File: config.mk
export PLATFORM = sky130hd
export DESIGN_NAME = rapid_recovery_top
export DESIGN_NICKNAME = d
export VERILOG_FILES = /design/src/source/rapid_recovery_pkg.sv /design/src/source/rapid_recovery_top.sv /design/src/source/rr_address_generator.sv /design/src/source/rr_backup_csr_pc.sv /design/src/source/rr_backup_regfile.sv /design/src/source/rr_recovery_ctrl.sv
export SDC_FILE = /design/constraint.sdc
export NUM_CORES = 2
export LEC_CHECK = 0
export BUFFER_PORTS_ARGS = -buffer_cell sky130_fd_sc_hd__buf_2
export CAP_MARGIN = 20
export CELL_PAD_IN_SITES_DETAIL_PLACEMENT = 1
export CELL_PAD_IN_SITES_GLOBAL_PLACEMENT = 2
export CORE_MARGIN = 3
export CORE_UTILIZATION = 39
export CTS_CLUSTER_DIAMETER = 40
export DETAILED_ROUTE_END_ITERATION = 16
export GPL_TIMING_DRIVEN = 0
export PLACE_DENSITY = 0.85
export SETUP_SLACK_MARGIN = 0.15
export SYNTH_ARGS = -nofsm -noshare
export SYNTH_HDL_FRONTEND = slang
export SYNTH_HIERARCHICAL = 1
export SYNTH_SLANG_ARGS = --single-unit
File: constraint.sdc
create_clock -name clk_i -period 4.8 [get_ports clk_i]
set_clock_uncertainty 0.2 [all_clocks]
set_input_delay 0.24 -clock clk_i [delete_from_list [all_inputs] [get_ports clk_i]]
set_output_delay 0.24 -clock clk_i [all_outputs]
set_load 0.03 [all_outputs]
File: src/source/rapid_recovery_pkg.sv
`default_nettype none

package rapid_recovery_pkg;

  // Data path width of the core
  localparam int unsigned XLEN = 32;

  // Register file geometry
  // Full file address, 32 entries
  localparam int unsigned RfAddrWidth = 5;
  // Address inside one half of the file
  localparam int unsigned RfHalfAddrWidth = RfAddrWidth - 1;
  // Entries per half, also the offset of replay port b
  localparam int unsigned RfHalfDepth = 2 ** RfHalfAddrWidth;

  // Backed-up CSRs
  localparam int unsigned NumCsr = 4;
  localparam int unsigned CsrIdxWidth = $clog2(NumCsr);

  // Data word or program counter
  typedef logic [XLEN-1:0] word_t;

  // Register file address, full range
  typedef logic [RfAddrWidth-1:0] rf_addr_t;

  // Register file address, lower half only
  typedef logic [RfHalfAddrWidth-1:0] rf_half_addr_t;

  // Selects one of the backed-up CSRs
  typedef logic [CsrIdxWidth-1:0] csr_idx_t;

  // Recovery routine phases
  // IDLE     backup mirrors core state
  // RESET    backup frozen, setback issued next
  // HALT     waiting for the core to enter debug halt
  // RESTORE  saved state replayed over the recovery ports
  typedef enum logic [1:0] {
    IDLE,
    RESET,
    HALT,
    RESTORE
  } recovery_mode_e;

endpackage

`default_nettype wire

File: src/source/rapid_recovery_top.sv
`default_nettype none

module rapid_recovery_top (
  input  logic                                                  clk_i,
  input  logic                                                  rst_ni,

  // Core register file writes
  input  logic                                                  core_rf_we_i,
  input  rapid_recovery_pkg::rf_addr_t                          core_rf_waddr_i,
  input  rapid_recovery_pkg::word_t                             core_rf_wdata_i,

  // Core PC and CSR updates
  input  logic                                                  core_pc_we_i,
  input  rapid_recovery_pkg::word_t                             core_pc_i,
  input  logic                                                  core_csr_we_i,
  input  rapid_recovery_pkg::csr_idx_t                          core_csr_idx_i,
  input  rapid_recovery_pkg::word_t                             core_csr_wdata_i,

  // Core status and fault detector
  input  logic                                                  debug_halt_i,
  input  logic                                                  start_recovery_i,

  // Core control
  output logic                                                  setback_o,
  output logic                                                  instr_lock_o,
  output logic                                                  debug_req_o,
  output logic                                                  debug_resume_o,

  // Recovery register file ports, shared write enable
  output logic                                                  rec_rf_we_o,
  output rapid_recovery_pkg::rf_addr_t                          rec_rf_waddr_a_o,
  output rapid_recovery_pkg::word_t                             rec_rf_wdata_a_o,
  output rapid_recovery_pkg::rf_addr_t                          rec_rf_waddr_b_o,
  output rapid_recovery_pkg::word_t                             rec_rf_wdata_b_o,

  // Recovery PC and CSRs
  output logic                                                  rec_pc_valid_o,
  output rapid_recovery_pkg::word_t                             rec_pc_o,
  output logic                                                  rec_csr_valid_o,
  output rapid_recovery_pkg::word_t [rapid_recovery_pkg::NumCsr-1:0] rec_csr_o,

  output logic                                                  recovery_finished_o
);

  import rapid_recovery_pkg::*;

  logic          backup_enable;
  logic          rf_restore_enable;
  logic          csr_pc_restore_enable;
  logic          addr_done;
  rf_half_addr_t rf_half_addr;

  rr_recovery_ctrl u_recovery_ctrl (
    .clk_i                   ( clk_i                 ),
    .rst_ni                  ( rst_ni                ),
    .start_recovery_i        ( start_recovery_i      ),
    .debug_halt_i            ( debug_halt_i          ),
    .addr_done_i             ( addr_done             ),
    .rf_half_addr_i          ( rf_half_addr          ),
    .recovery_finished_o     ( recovery_finished_o   ),
    .setback_o               ( setback_o             ),
    .instr_lock_o            ( instr_lock_o          ),
    .debug_req_o             ( debug_req_o           ),
    .debug_resume_o          ( debug_resume_o        ),
    .backup_enable_o         ( backup_enable         ),
    .csr_pc_restore_enable_o ( csr_pc_restore_enable ),
    .rf_restore_enable_o     ( rf_restore_enable     ),
    .rec_rf_we_o             ( rec_rf_we_o           ),
    .rec_rf_waddr_a_o        ( rec_rf_waddr_a_o      ),
    .rec_rf_waddr_b_o        ( rec_rf_waddr_b_o      )
  );

  // Walks the lower half during the RF restore
  rr_address_generator u_address_generator (
    .clk_i     ( clk_i             ),
    .rst_ni    ( rst_ni            ),
    .enable_i  ( rf_restore_enable ),
    .done_o    ( addr_done         ),
    .address_o ( rf_half_addr      )
  );

  // Read addresses are the recovery write addresses themselves
  rr_backup_regfile u_backup_regfile (
    .clk_i           ( clk_i            ),
    .rst_ni          ( rst_ni           ),
    .backup_enable_i ( backup_enable    ),
    .core_rf_we_i    ( core_rf_we_i     ),
    .core_rf_waddr_i ( core_rf_waddr_i  ),
    .core_rf_wdata_i ( core_rf_wdata_i  ),
    .raddr_a_i       ( rec_rf_waddr_a_o ),
    .raddr_b_i       ( rec_rf_waddr_b_o ),
    .rdata_a_o       ( rec_rf_wdata_a_o ),
    .rdata_b_o       ( rec_rf_wdata_b_o )
  );

  rr_backup_csr_pc u_backup_csr_pc (
    .clk_i            ( clk_i                 ),
    .rst_ni           ( rst_ni                ),
    .backup_enable_i  ( backup_enable         ),
    .restore_enable_i ( csr_pc_restore_enable ),
    .core_pc_we_i     ( core_pc_we_i          ),
    .core_pc_i        ( core_pc_i             ),
    .core_csr_we_i    ( core_csr_we_i         ),
    .core_csr_idx_i   ( core_csr_idx_i        ),
    .core_csr_wdata_i ( core_csr_wdata_i      ),
    .rec_pc_valid_o   ( rec_pc_valid_o        ),
    .rec_pc_o         ( rec_pc_o              ),
    .rec_csr_valid_o  ( rec_csr_valid_o       ),
    .rec_csr_o        ( rec_csr_o             )
  );

endmodule

`default_nettype wire

File: src/source/rr_address_generator.sv
`default_nettype none

module rr_address_generator (
  input  logic                              clk_i,
  input  logic                              rst_ni,
  // Advance once per cycle while high
  input  logic                              enable_i,
  // Counter sits on its final value
  output logic                              done_o,
  output rapid_recovery_pkg::rf_half_addr_t address_o
);

  import rapid_recovery_pkg::*;

  // Last half address of the walk
  localparam rf_half_addr_t LastAddr = rf_half_addr_t'(RfHalfDepth - 1);

  rf_half_addr_t cnt_d, cnt_q;

  // Next count
  always_comb begin
    cnt_d = cnt_q;
    if (enable_i) begin
      // Natural overflow wraps back to 0 after the last entry
      cnt_d = cnt_q + rf_half_addr_t'(1);
    end
  end

  always_ff @(posedge clk_i, negedge rst_ni) begin
    if (!rst_ni) begin
      cnt_q <= '0;
    end else begin
      cnt_q <= cnt_d;
    end
  end

  assign address_o = cnt_q;

  // Done only depends on the count, so an enable that drops early
  // would leave the counter parked and done stuck high
  assign done_o = (cnt_q == LastAddr);

  // Enable must span the whole walk up to and including the last address
  a_done_needs_enable : assert property (
    @(posedge clk_i) disable iff (!rst_ni)
    done_o |-> enable_i
  ) else $error("address generator done without enable");

  // Counter is back at 0 whenever the walk is not running
  a_idle_at_zero : assert property (
    @(posedge clk_i) disable iff (!rst_ni)
    !enable_i |-> (cnt_q == '0)
  ) else $error("address generator left mid-walk");

endmodule

`default_nettype wire

File: src/source/rr_backup_csr_pc.sv
`default_nettype none

module rr_backup_csr_pc (
  input  logic                                                  clk_i,
  input  logic                                                  rst_ni,

  // Controller enables
  input  logic                                                  backup_enable_i,
  input  logic                                                  restore_enable_i,

  // Core PC update
  input  logic                                                  core_pc_we_i,
  input  rapid_recovery_pkg::word_t                             core_pc_i,

  // Core CSR write
  input  logic                                                  core_csr_we_i,
  input  rapid_recovery_pkg::csr_idx_t                          core_csr_idx_i,
  input  rapid_recovery_pkg::word_t                             core_csr_wdata_i,

  // Restore outputs
  output logic                                                  rec_pc_valid_o,
  output rapid_recovery_pkg::word_t                             rec_pc_o,
  output logic                                                  rec_csr_valid_o,
  output rapid_recovery_pkg::word_t [rapid_recovery_pkg::NumCsr-1:0] rec_csr_o
);

  import rapid_recovery_pkg::*;

  word_t              pc_q;
  word_t [NumCsr-1:0] csr_q;

  logic pc_capture;
  logic csr_capture;

  // Capture strobes gated by the mirror enable
  assign pc_capture  = core_pc_we_i && backup_enable_i;
  assign csr_capture = core_csr_we_i && backup_enable_i;

  always_ff @(posedge clk_i, negedge rst_ni) begin
    if (!rst_ni) begin
      pc_q <= '0;
    end else if (pc_capture) begin
      pc_q <= core_pc_i;
    end
  end

  always_ff @(posedge clk_i, negedge rst_ni) begin
    if (!rst_ni) begin
      csr_q <= '0;
    end else if (csr_capture) begin
      csr_q[core_csr_idx_i] <= core_csr_wdata_i;
    end
  end

  // Saved values stay on the bus, valids mark the restore window
  assign rec_pc_valid_o  = restore_enable_i;
  assign rec_pc_o        = pc_q;
  assign rec_csr_valid_o = restore_enable_i;
  assign rec_csr_o       = csr_q;

  // Backup stays frozen for the whole replay
  a_no_capture_in_restore : assert property (
    @(posedge clk_i) disable iff (!rst_ni)
    restore_enable_i |-> !(pc_capture || csr_capture)
  ) else $error("PC or CSR captured during restore");

endmodule

`default_nettype wire

File: src/source/rr_backup_regfile.sv
`default_nettype none

module rr_backup_regfile (
  input  logic                         clk_i,
  input  logic                         rst_ni,

  // Mirror enable from the controller
  input  logic                         backup_enable_i,

  // Core register file write port
  input  logic                         core_rf_we_i,
  input  rapid_recovery_pkg::rf_addr_t core_rf_waddr_i,
  input  rapid_recovery_pkg::word_t    core_rf_wdata_i,

  // Replay read ports
  input  rapid_recovery_pkg::rf_addr_t raddr_a_i,
  input  rapid_recovery_pkg::rf_addr_t raddr_b_i,
  output rapid_recovery_pkg::word_t    rdata_a_o,
  output rapid_recovery_pkg::word_t    rdata_b_o
);

  import rapid_recovery_pkg::*;

  // Shadow copy of all 32 entries
  word_t rf_q [2**RfAddrWidth];

  logic  capture;

  // Only mirror while the core state is trusted
  assign capture = core_rf_we_i && backup_enable_i;

  always_ff @(posedge clk_i, negedge rst_ni) begin
    if (!rst_ni) begin
      for (int unsigned i = 0; i < 2**RfAddrWidth; i++) begin
        rf_q[i] <= '0;
      end
    end else if (capture) begin
      rf_q[core_rf_waddr_i] <= core_rf_wdata_i;
    end
  end

  // Combinational reads, data lines up with the write strobe
  assign rdata_a_o = rf_q[raddr_a_i];
  assign rdata_b_o = rf_q[raddr_b_i];

  // Replay pairs are always one half apart
  a_read_pair : assert property (
    @(posedge clk_i) disable iff (!rst_ni)
    raddr_b_i == raddr_a_i + rf_addr_t'(RfHalfDepth)
  ) else $error("replay read addresses not a half apart");

endmodule

`default_nettype wire

File: src/source/rr_recovery_ctrl.sv
`default_nettype none

module rr_recovery_ctrl (
  input  logic                              clk_i,
  input  logic                              rst_ni,

  // Mismatch strobe from the fault detector
  input  logic                              start_recovery_i,
  // Core reports debug halt
  input  logic                              debug_halt_i,

  // From the address generator
  input  logic                              addr_done_i,
  input  rapid_recovery_pkg::rf_half_addr_t rf_half_addr_i,

  output logic                              recovery_finished_o,

  // Core control
  output logic                              setback_o,
  output logic                              instr_lock_o,
  output logic                              debug_req_o,
  output logic                              debug_resume_o,

  // Backup block control
  output logic                              backup_enable_o,
  output logic                              csr_pc_restore_enable_o,
  output logic                              rf_restore_enable_o,

  // Recovery register file write port, two addresses one strobe
  output logic                              rec_rf_we_o,
  output rapid_recovery_pkg::rf_addr_t      rec_rf_waddr_a_o,
  output rapid_recovery_pkg::rf_addr_t      rec_rf_waddr_b_o
);

  import rapid_recovery_pkg::*;

  recovery_mode_e rec_mode_d, rec_mode_q;

  logic setback_d, setback_q;
  logic instr_lock_d, instr_lock_q;

  always_comb begin
    // Defaults hold state and keep strobes low
    rec_mode_d              = rec_mode_q;
    instr_lock_d            = instr_lock_q;
    setback_d               = 1'b0;
    backup_enable_o         = 1'b0;
    debug_req_o             = 1'b0;
    debug_resume_o          = 1'b0;
    recovery_finished_o     = 1'b0;
    csr_pc_restore_enable_o = 1'b0;
    rf_restore_enable_o     = 1'b0;

    unique case (rec_mode_q)
      IDLE: begin
        // Mirror core writes
        backup_enable_o = 1'b1;
        if (start_recovery_i) begin
          // Freeze the backup in the same cycle the mismatch shows up
          backup_enable_o = 1'b0;
          rec_mode_d      = RESET;
        end
      end

      RESET: begin
        // Setback and lock both register here, visible in HALT
        setback_d    = 1'b1;
        instr_lock_d = 1'b1;
        rec_mode_d   = HALT;
      end

      HALT: begin
        // Hold the request until the core confirms
        debug_req_o = 1'b1;
        if (debug_halt_i) begin
          rec_mode_d = RESTORE;
        end
      end

      RESTORE: begin
        // Replay PC, CSRs and two RF entries per cycle
        csr_pc_restore_enable_o = 1'b1;
        rf_restore_enable_o     = 1'b1;
        if (addr_done_i) begin
          // Last pair written, hand control back to the core
          debug_resume_o      = 1'b1;
          recovery_finished_o = 1'b1;
          instr_lock_d        = 1'b0;
          rec_mode_d          = IDLE;
        end
      end

      default: begin
        rec_mode_d = IDLE;
      end
    endcase
  end

  always_ff @(posedge clk_i, negedge rst_ni) begin
    if (!rst_ni) begin
      rec_mode_q   <= IDLE;
      setback_q    <= 1'b0;
      instr_lock_q <= 1'b0;
    end else begin
      rec_mode_q   <= rec_mode_d;
      setback_q    <= setback_d;
      instr_lock_q <= instr_lock_d;
    end
  end

  assign setback_o    = setback_q;
  assign instr_lock_o = instr_lock_q;

  // Write port follows the RF restore phase
  assign rec_rf_we_o = rf_restore_enable_o;

  // Port a walks the lower half, port b the matching upper entry
  assign rec_rf_waddr_a_o = rf_addr_t'(rf_half_addr_i);
  assign rec_rf_waddr_b_o = rf_addr_t'(rf_half_addr_i) + rf_addr_t'(RfHalfDepth);

  // Backup must be frozen whenever a halt is being requested
  a_no_backup_in_halt : assert property (
    @(posedge clk_i) disable iff (!rst_ni)
    !(backup_enable_o && debug_req_o)
  ) else $error("backup enabled during halt request");

  // Setback is a single-cycle pulse
  a_setback_pulse : assert property (
    @(posedge clk_i) disable iff (!rst_ni)
    setback_o |=> !setback_o
  ) else $error("setback longer than one cycle");

endmodule

`default_nettype wire

Word level (Yosys, flattened, before mapping)
Cells that the tools add are included.
{"block": "word_totals", "ram_bits": 0, "latchBits": 0, "out_inout_bits": 242, "mem_count": 0, "rom_bits": 0, "regBits": 1192}
{"block": "op_classes", "n_reduce_logical": 9, "eq_ne": 7, "magnitude_cmp": 6, "multipliers": 0, "bitwise_logic": 3, "muxes": 25, "div_mod_pow": 0, "shifts": 0, "n_addsub": 2}
{"operator": "bitwise mux 1024 bit", "count": 1}
{"operator": "binary-select mux 32 bit (select 5 bit)", "count": 2}
{"operator": "two-way mux 32 bit", "count": 6}
{"operator": "demux 32 bit (select 5 bit)", "count": 1}
{"operator": "bitwise mux 128 bit", "count": 1}
{"operator": "demux 32 bit (select 2 bit)", "count": 1}
{"operator": ">= comparator 6 bit, second input constant", "count": 3}
{"operator": "inverter 5 -> 6 bit", "count": 2}
{"operator": "two-way mux 1 bit", "count": 8}
{"operator": "case mux 2 bit (4 select lines)", "count": 1}
{"operator": "< comparator 6 x 1 -> 1 bit, second input constant", "count": 1}
{"operator": "two-way mux 2 bit", "count": 3}
{"operator": "!= test 2 bit, second input constant", "count": 3}
{"operator": "inverter 4 -> 6 bit", "count": 1}
{"operator": "adder 4 x 5 -> 5 bit, second input constant", "count": 1}
{"operator": "logical AND 1 bit", "count": 5}
{"operator": "adder 4 x 1 -> 4 bit, second input constant", "count": 1}
{"operator": "equality test 2 bit, second input constant", "count": 2}
{"operator": "equality test 4 bit, second input constant", "count": 1}
{"operator": "< comparator 2 x 3 -> 1 bit, second input constant", "count": 1}
{"operator": "AND reduction 3 bit", "count": 1}
{"operator": "equality test 2 x 1 -> 1 bit, second input constant", "count": 1}
{"operator": ">= comparator 2 x 1 -> 1 bit, second input constant", "count": 1}
{"operator": "zero test 2 bit", "count": 1}
{"operator": "other kinds (3)", "count": 3}

Longest topological paths before layout
{"block": "logic_depth", "depth_word": 6, "mapped_depth": 9}

Modules after synthesis
The synthesis kept the hierarchy.
{"module": "rr_backup_regfile", "cells_per_inst": 4612, "n_inst": 1, "area_each_um2": 56138.8, "seq_area_each_um2": 25624.6}
{"module": "rr_backup_csr_pc", "cells_per_inst": 343, "n_inst": 1, "area_each_um2": 5948.2, "seq_area_each_um2": 4003.8}
{"module": "rr_recovery_ctrl", "cells_per_inst": 35, "n_inst": 1, "area_each_um2": 359.1, "seq_area_each_um2": 100.1}
{"module": "rr_address_generator", "cells_per_inst": 12, "n_inst": 1, "area_each_um2": 166.4, "seq_area_each_um2": 100.1}

==> impl_metrics.toml <==
[status]
status = "completed"

[sta]
fin_crit_sh_pct = 98.07
worst_slew_pin_slew_ns = 1.272
setup-tns-final_ns = 0
hold_viol_final = 0
finalCriticalPeriod_ns = 4.707
max_freq_mhz = 212.4
setup_violations = 0
rsz0062_at_grt = "yes"
max_slew_margin_pct = 15.18
report.final.slew_viol_count = 0

[final_layout]
area.growth.synth_to_final_pct = 22.29
multiInputGateArea_um2 = 30240
nNetsFinal = 5866
drive_gt1_share_pct = 36.06
ff_latch_area_um2 = 29830
fin_cells = 8007
nFillCells = 16343

[synth]
synth_area_leader_cell = "dfrtp_1"
synth_area_leaders = "dfrtp_1 48%, mux2_2 20%, mux2i_1 16%, a22oi_1 2.3%, a22o_1 1.8%"
syn_inst = 5002
yosysUniqueCellTypes = 46
syn-mean-instance-area_um2 = 12.52
synth_ff_type = "dfrtp_1"
synth_nets = 5117
synth_seq_cells = 1192
yosys-top-cells-count = "1192 x dfrtp_1, 1102 x mux2_2, 1025 x mux2i_1, 210 x nand2_1, 194 x nand3_1"
synth_edf_count = 0
synth-async-reset-ratio_pct = 100.0
yosysSeqAreaShare_pct = 47.64
syn_area_um2 = 62610
synth_most_common_cell = "dfrtp_1"
yosysWarnings = 6
yosysTopAreaCellShare_pct = 47.64

[worst_setup_path]
startpoint_type = "register"
worstPathMaxFanout = 10
reg2reg_setup_slack_ns = 1.00
crit_arrival_ns = 4.27
cp-startpoint = "u_address_generator/address_o[2]$_DFFE_PN0P_"
cp.required_ns = 4.36
r2r-start = "u_recovery_ctrl/rec_mode_q[0]$_DFFE_PN0P_"
crit_type = "register to output pin"
worstSetupEndpointType = "output pin"

[clocking]
post_cts_buffers = 0
cts_tree = "yes"
cts.sinks = 1192
worstSkewPairLatency_ns = 0.80
clk_path_buf_depth = 3
h-tree-depth = 4
cts_root_buf = "clkbuf_16"
path_clk_slew_ns = 0.05
cts_inserted_buffers = 206

[routing]
vias_per_cell = 5.984
wl_per_cell_um = 31.70
num_vias = 47912
drt-initial-drc-count = 4249
drtPass1Iterations = 5
drc_errors = 0
ant_nets = 0
drt_wl_total_um = 253800

[placed_design]
dpl.hpwl_um = 186600
io_buffers = 346
dp_cells = 7430
gp_congestion = 0.9769

[global_route]
grt_pass1_vias = 51066
grt_max_degree = 165
overflow = 0
grt_pass1_wl_um = 358300
antenna_found_initial = 11
gr-usage-all-layers_pct = 30.02

[floorplan]
rows = 146
die_w_um = 406.7
fp.dieH_um = 406.7
start_util_pct = 39.40
dieArea_um2 = 165400
ios = 352
core_um2 = 158900

[pwr]
powerDensity_nw_per_um2 = 678.3
ir_drop_uv = 541.8
p_leak_nw = 37.85

[worst_hold_path]
min_path_type = "input pin to register"
hp-start = "core_csr_wdata_i[26]"

[run]
drv_cap = 0
## sequential cells by signal, indices dropped and copies added, names as in the netlist
| register | flops |
|---|---|
| u_backup_regfile/rf_q | 1024 |
| u_backup_csr_pc/rec_csr_o | 128 |
| u_backup_csr_pc/rec_pc_o | 32 |
| u_address_generator/address_o | 4 |
| u_recovery_ctrl/rec_mode_q | 2 |
| u_recovery_ctrl/instr_lock_o | 1 |
| u_recovery_ctrl/setback_o | 1 |
## power by group
part           total (W)  internal (W)  switching, W
clock             0.0157        0.0101       0.00555
combinational     0.0231       0.00738        0.0157
sequential        0.0132        0.0118       0.00133
total             0.0519        0.0293        0.0226
## kinds of logic after synthesis
| logic type | Yosys count | share of synthesized area [%] |
|---|---|---|
| AOI/OAI and AO/OA | 578 | 6.323 |
| xor gates and xnor gates | 3 | 0.04197 |
| adders and majority gates | 5 | 0.09992 |
| buffers and inverters | 485 | 4.065 |
| DFF | 1192 | 47.64 |
| muxes | 2211 | 37.72 |
| other | 2 | 0.01199 |
| and+or+nand+nor | 526 | 4.097 |
## repair_timing
item,CTS,global route
resized for setup,15,10
hold buffers,185,0
hold endpoints to repair,899,0
endpoints found under the setup margin,20,7
## worst max-delay path, stage by stage, from the launching register on
cell and delay, ns:
dfrtp_1 0.42, buf_4 0.18, nor2b_1 0.16, buf_4 0.36
buf_2 0.48, buf_1 0.47, buf_8 0.26, a21oi_1 0.09
nand3_1 0.26, nand3_1 0.41, buf_2 0.34
## final timing paths
check,endpoint,cells after the start
max,rec_rf_wdata_b_o[29],10
min,u_backup_csr_pc/rec_csr_o[26]$_DFFE_PN0P_,3
max reg2reg,u_backup_regfile/rf_q[912]$_DFFE_PN0P_,8
min reg2reg,u_backup_csr_pc/rec_csr_o[1]$_DFFE_PN0P_,1
max in group asynchronous,u_backup_csr_pc/rec_csr_o[32]$_DFFE_PN0P_,6
min in group asynchronous,u_backup_regfile/rf_q[82]$_DFFE_PN0P_,4
## area by class of cell
class / instances / share of cell area (%)
Clock buffer: 262 / 7.564
Sequential cell: 1192 / 38.96
Clock inverter: 124 / 2.121
Buffer: 480 / 3.368
Multi-Input combinational cell: 3325 / 39.49
Timing Repair Buffer: 542 / 5.069
Inverter: 4 / 0.01961
Antenna cell: 6 / 0.01961
Tap cell: 2072 / 3.386
## placed cells by master, fill, tap and decap left out, types with 31 or more instances in the layout
| cell | instances |
|---|---|
| a22o_1 | 128 |
| clkbuf_1 | 199 |
| a22oi_1 | 192 |
| clkbuf_16 | 211 |
| clkinv_2 | 31 |
| a31oi_1 | 64 |
| mux2i_1 | 1025 |
| dfrtp_1 | 1192 |
| clkbuf_8 | 32 |
| nand3_1 | 194 |
| buf_4 | 89 |
| a21oi_1 | 192 |
| buf_2 | 491 |
| mux2_2 | 1102 |
| mux2_1 | 83 |
| nand2_1 | 210 |
| dlygate4sd3_1 | 184 |
| nor3_1 | 65 |
## stage by stage
stage | hold WS [ns] | area, um^2 | util [%] | worst slack (ns) | total power [W]
after floorplan | -0.2556 | 62610 | - | 2.386 | 0.02600
after global placement | 0.2620 | 66940 | 42.12 | -23.48 | 0.03418
after detailed placement | 0.007491 | 67210 | 42.29 | 0.7128 | 0.03464
after CTS | 0.003003 | 76530 | 48.15 | 0.08224 | 0.05090
after global routing | 0.02835 | 76550 | 48.17 | 0.04612 | 0.05331
final | 0.04420 | 76570 | 48.18 | 0.09261 | 0.05194
## metal layers
| layer | track usage (%) | vias to the layer above | wire, um |
|---|---|---|---|
| li1 | - | 19994 | - |
| met1 | 38.12 | 25448 | 102700 |
| met2 | 47.53 | 1995 | 116700 |
| met3 | 7.046 | 475 | 19730 |
| met4 | 15.94 | 0 | 14710 |
| met5 | 0 | - | 0 |
Note: power is estimated with default switching activity, not from simulation.
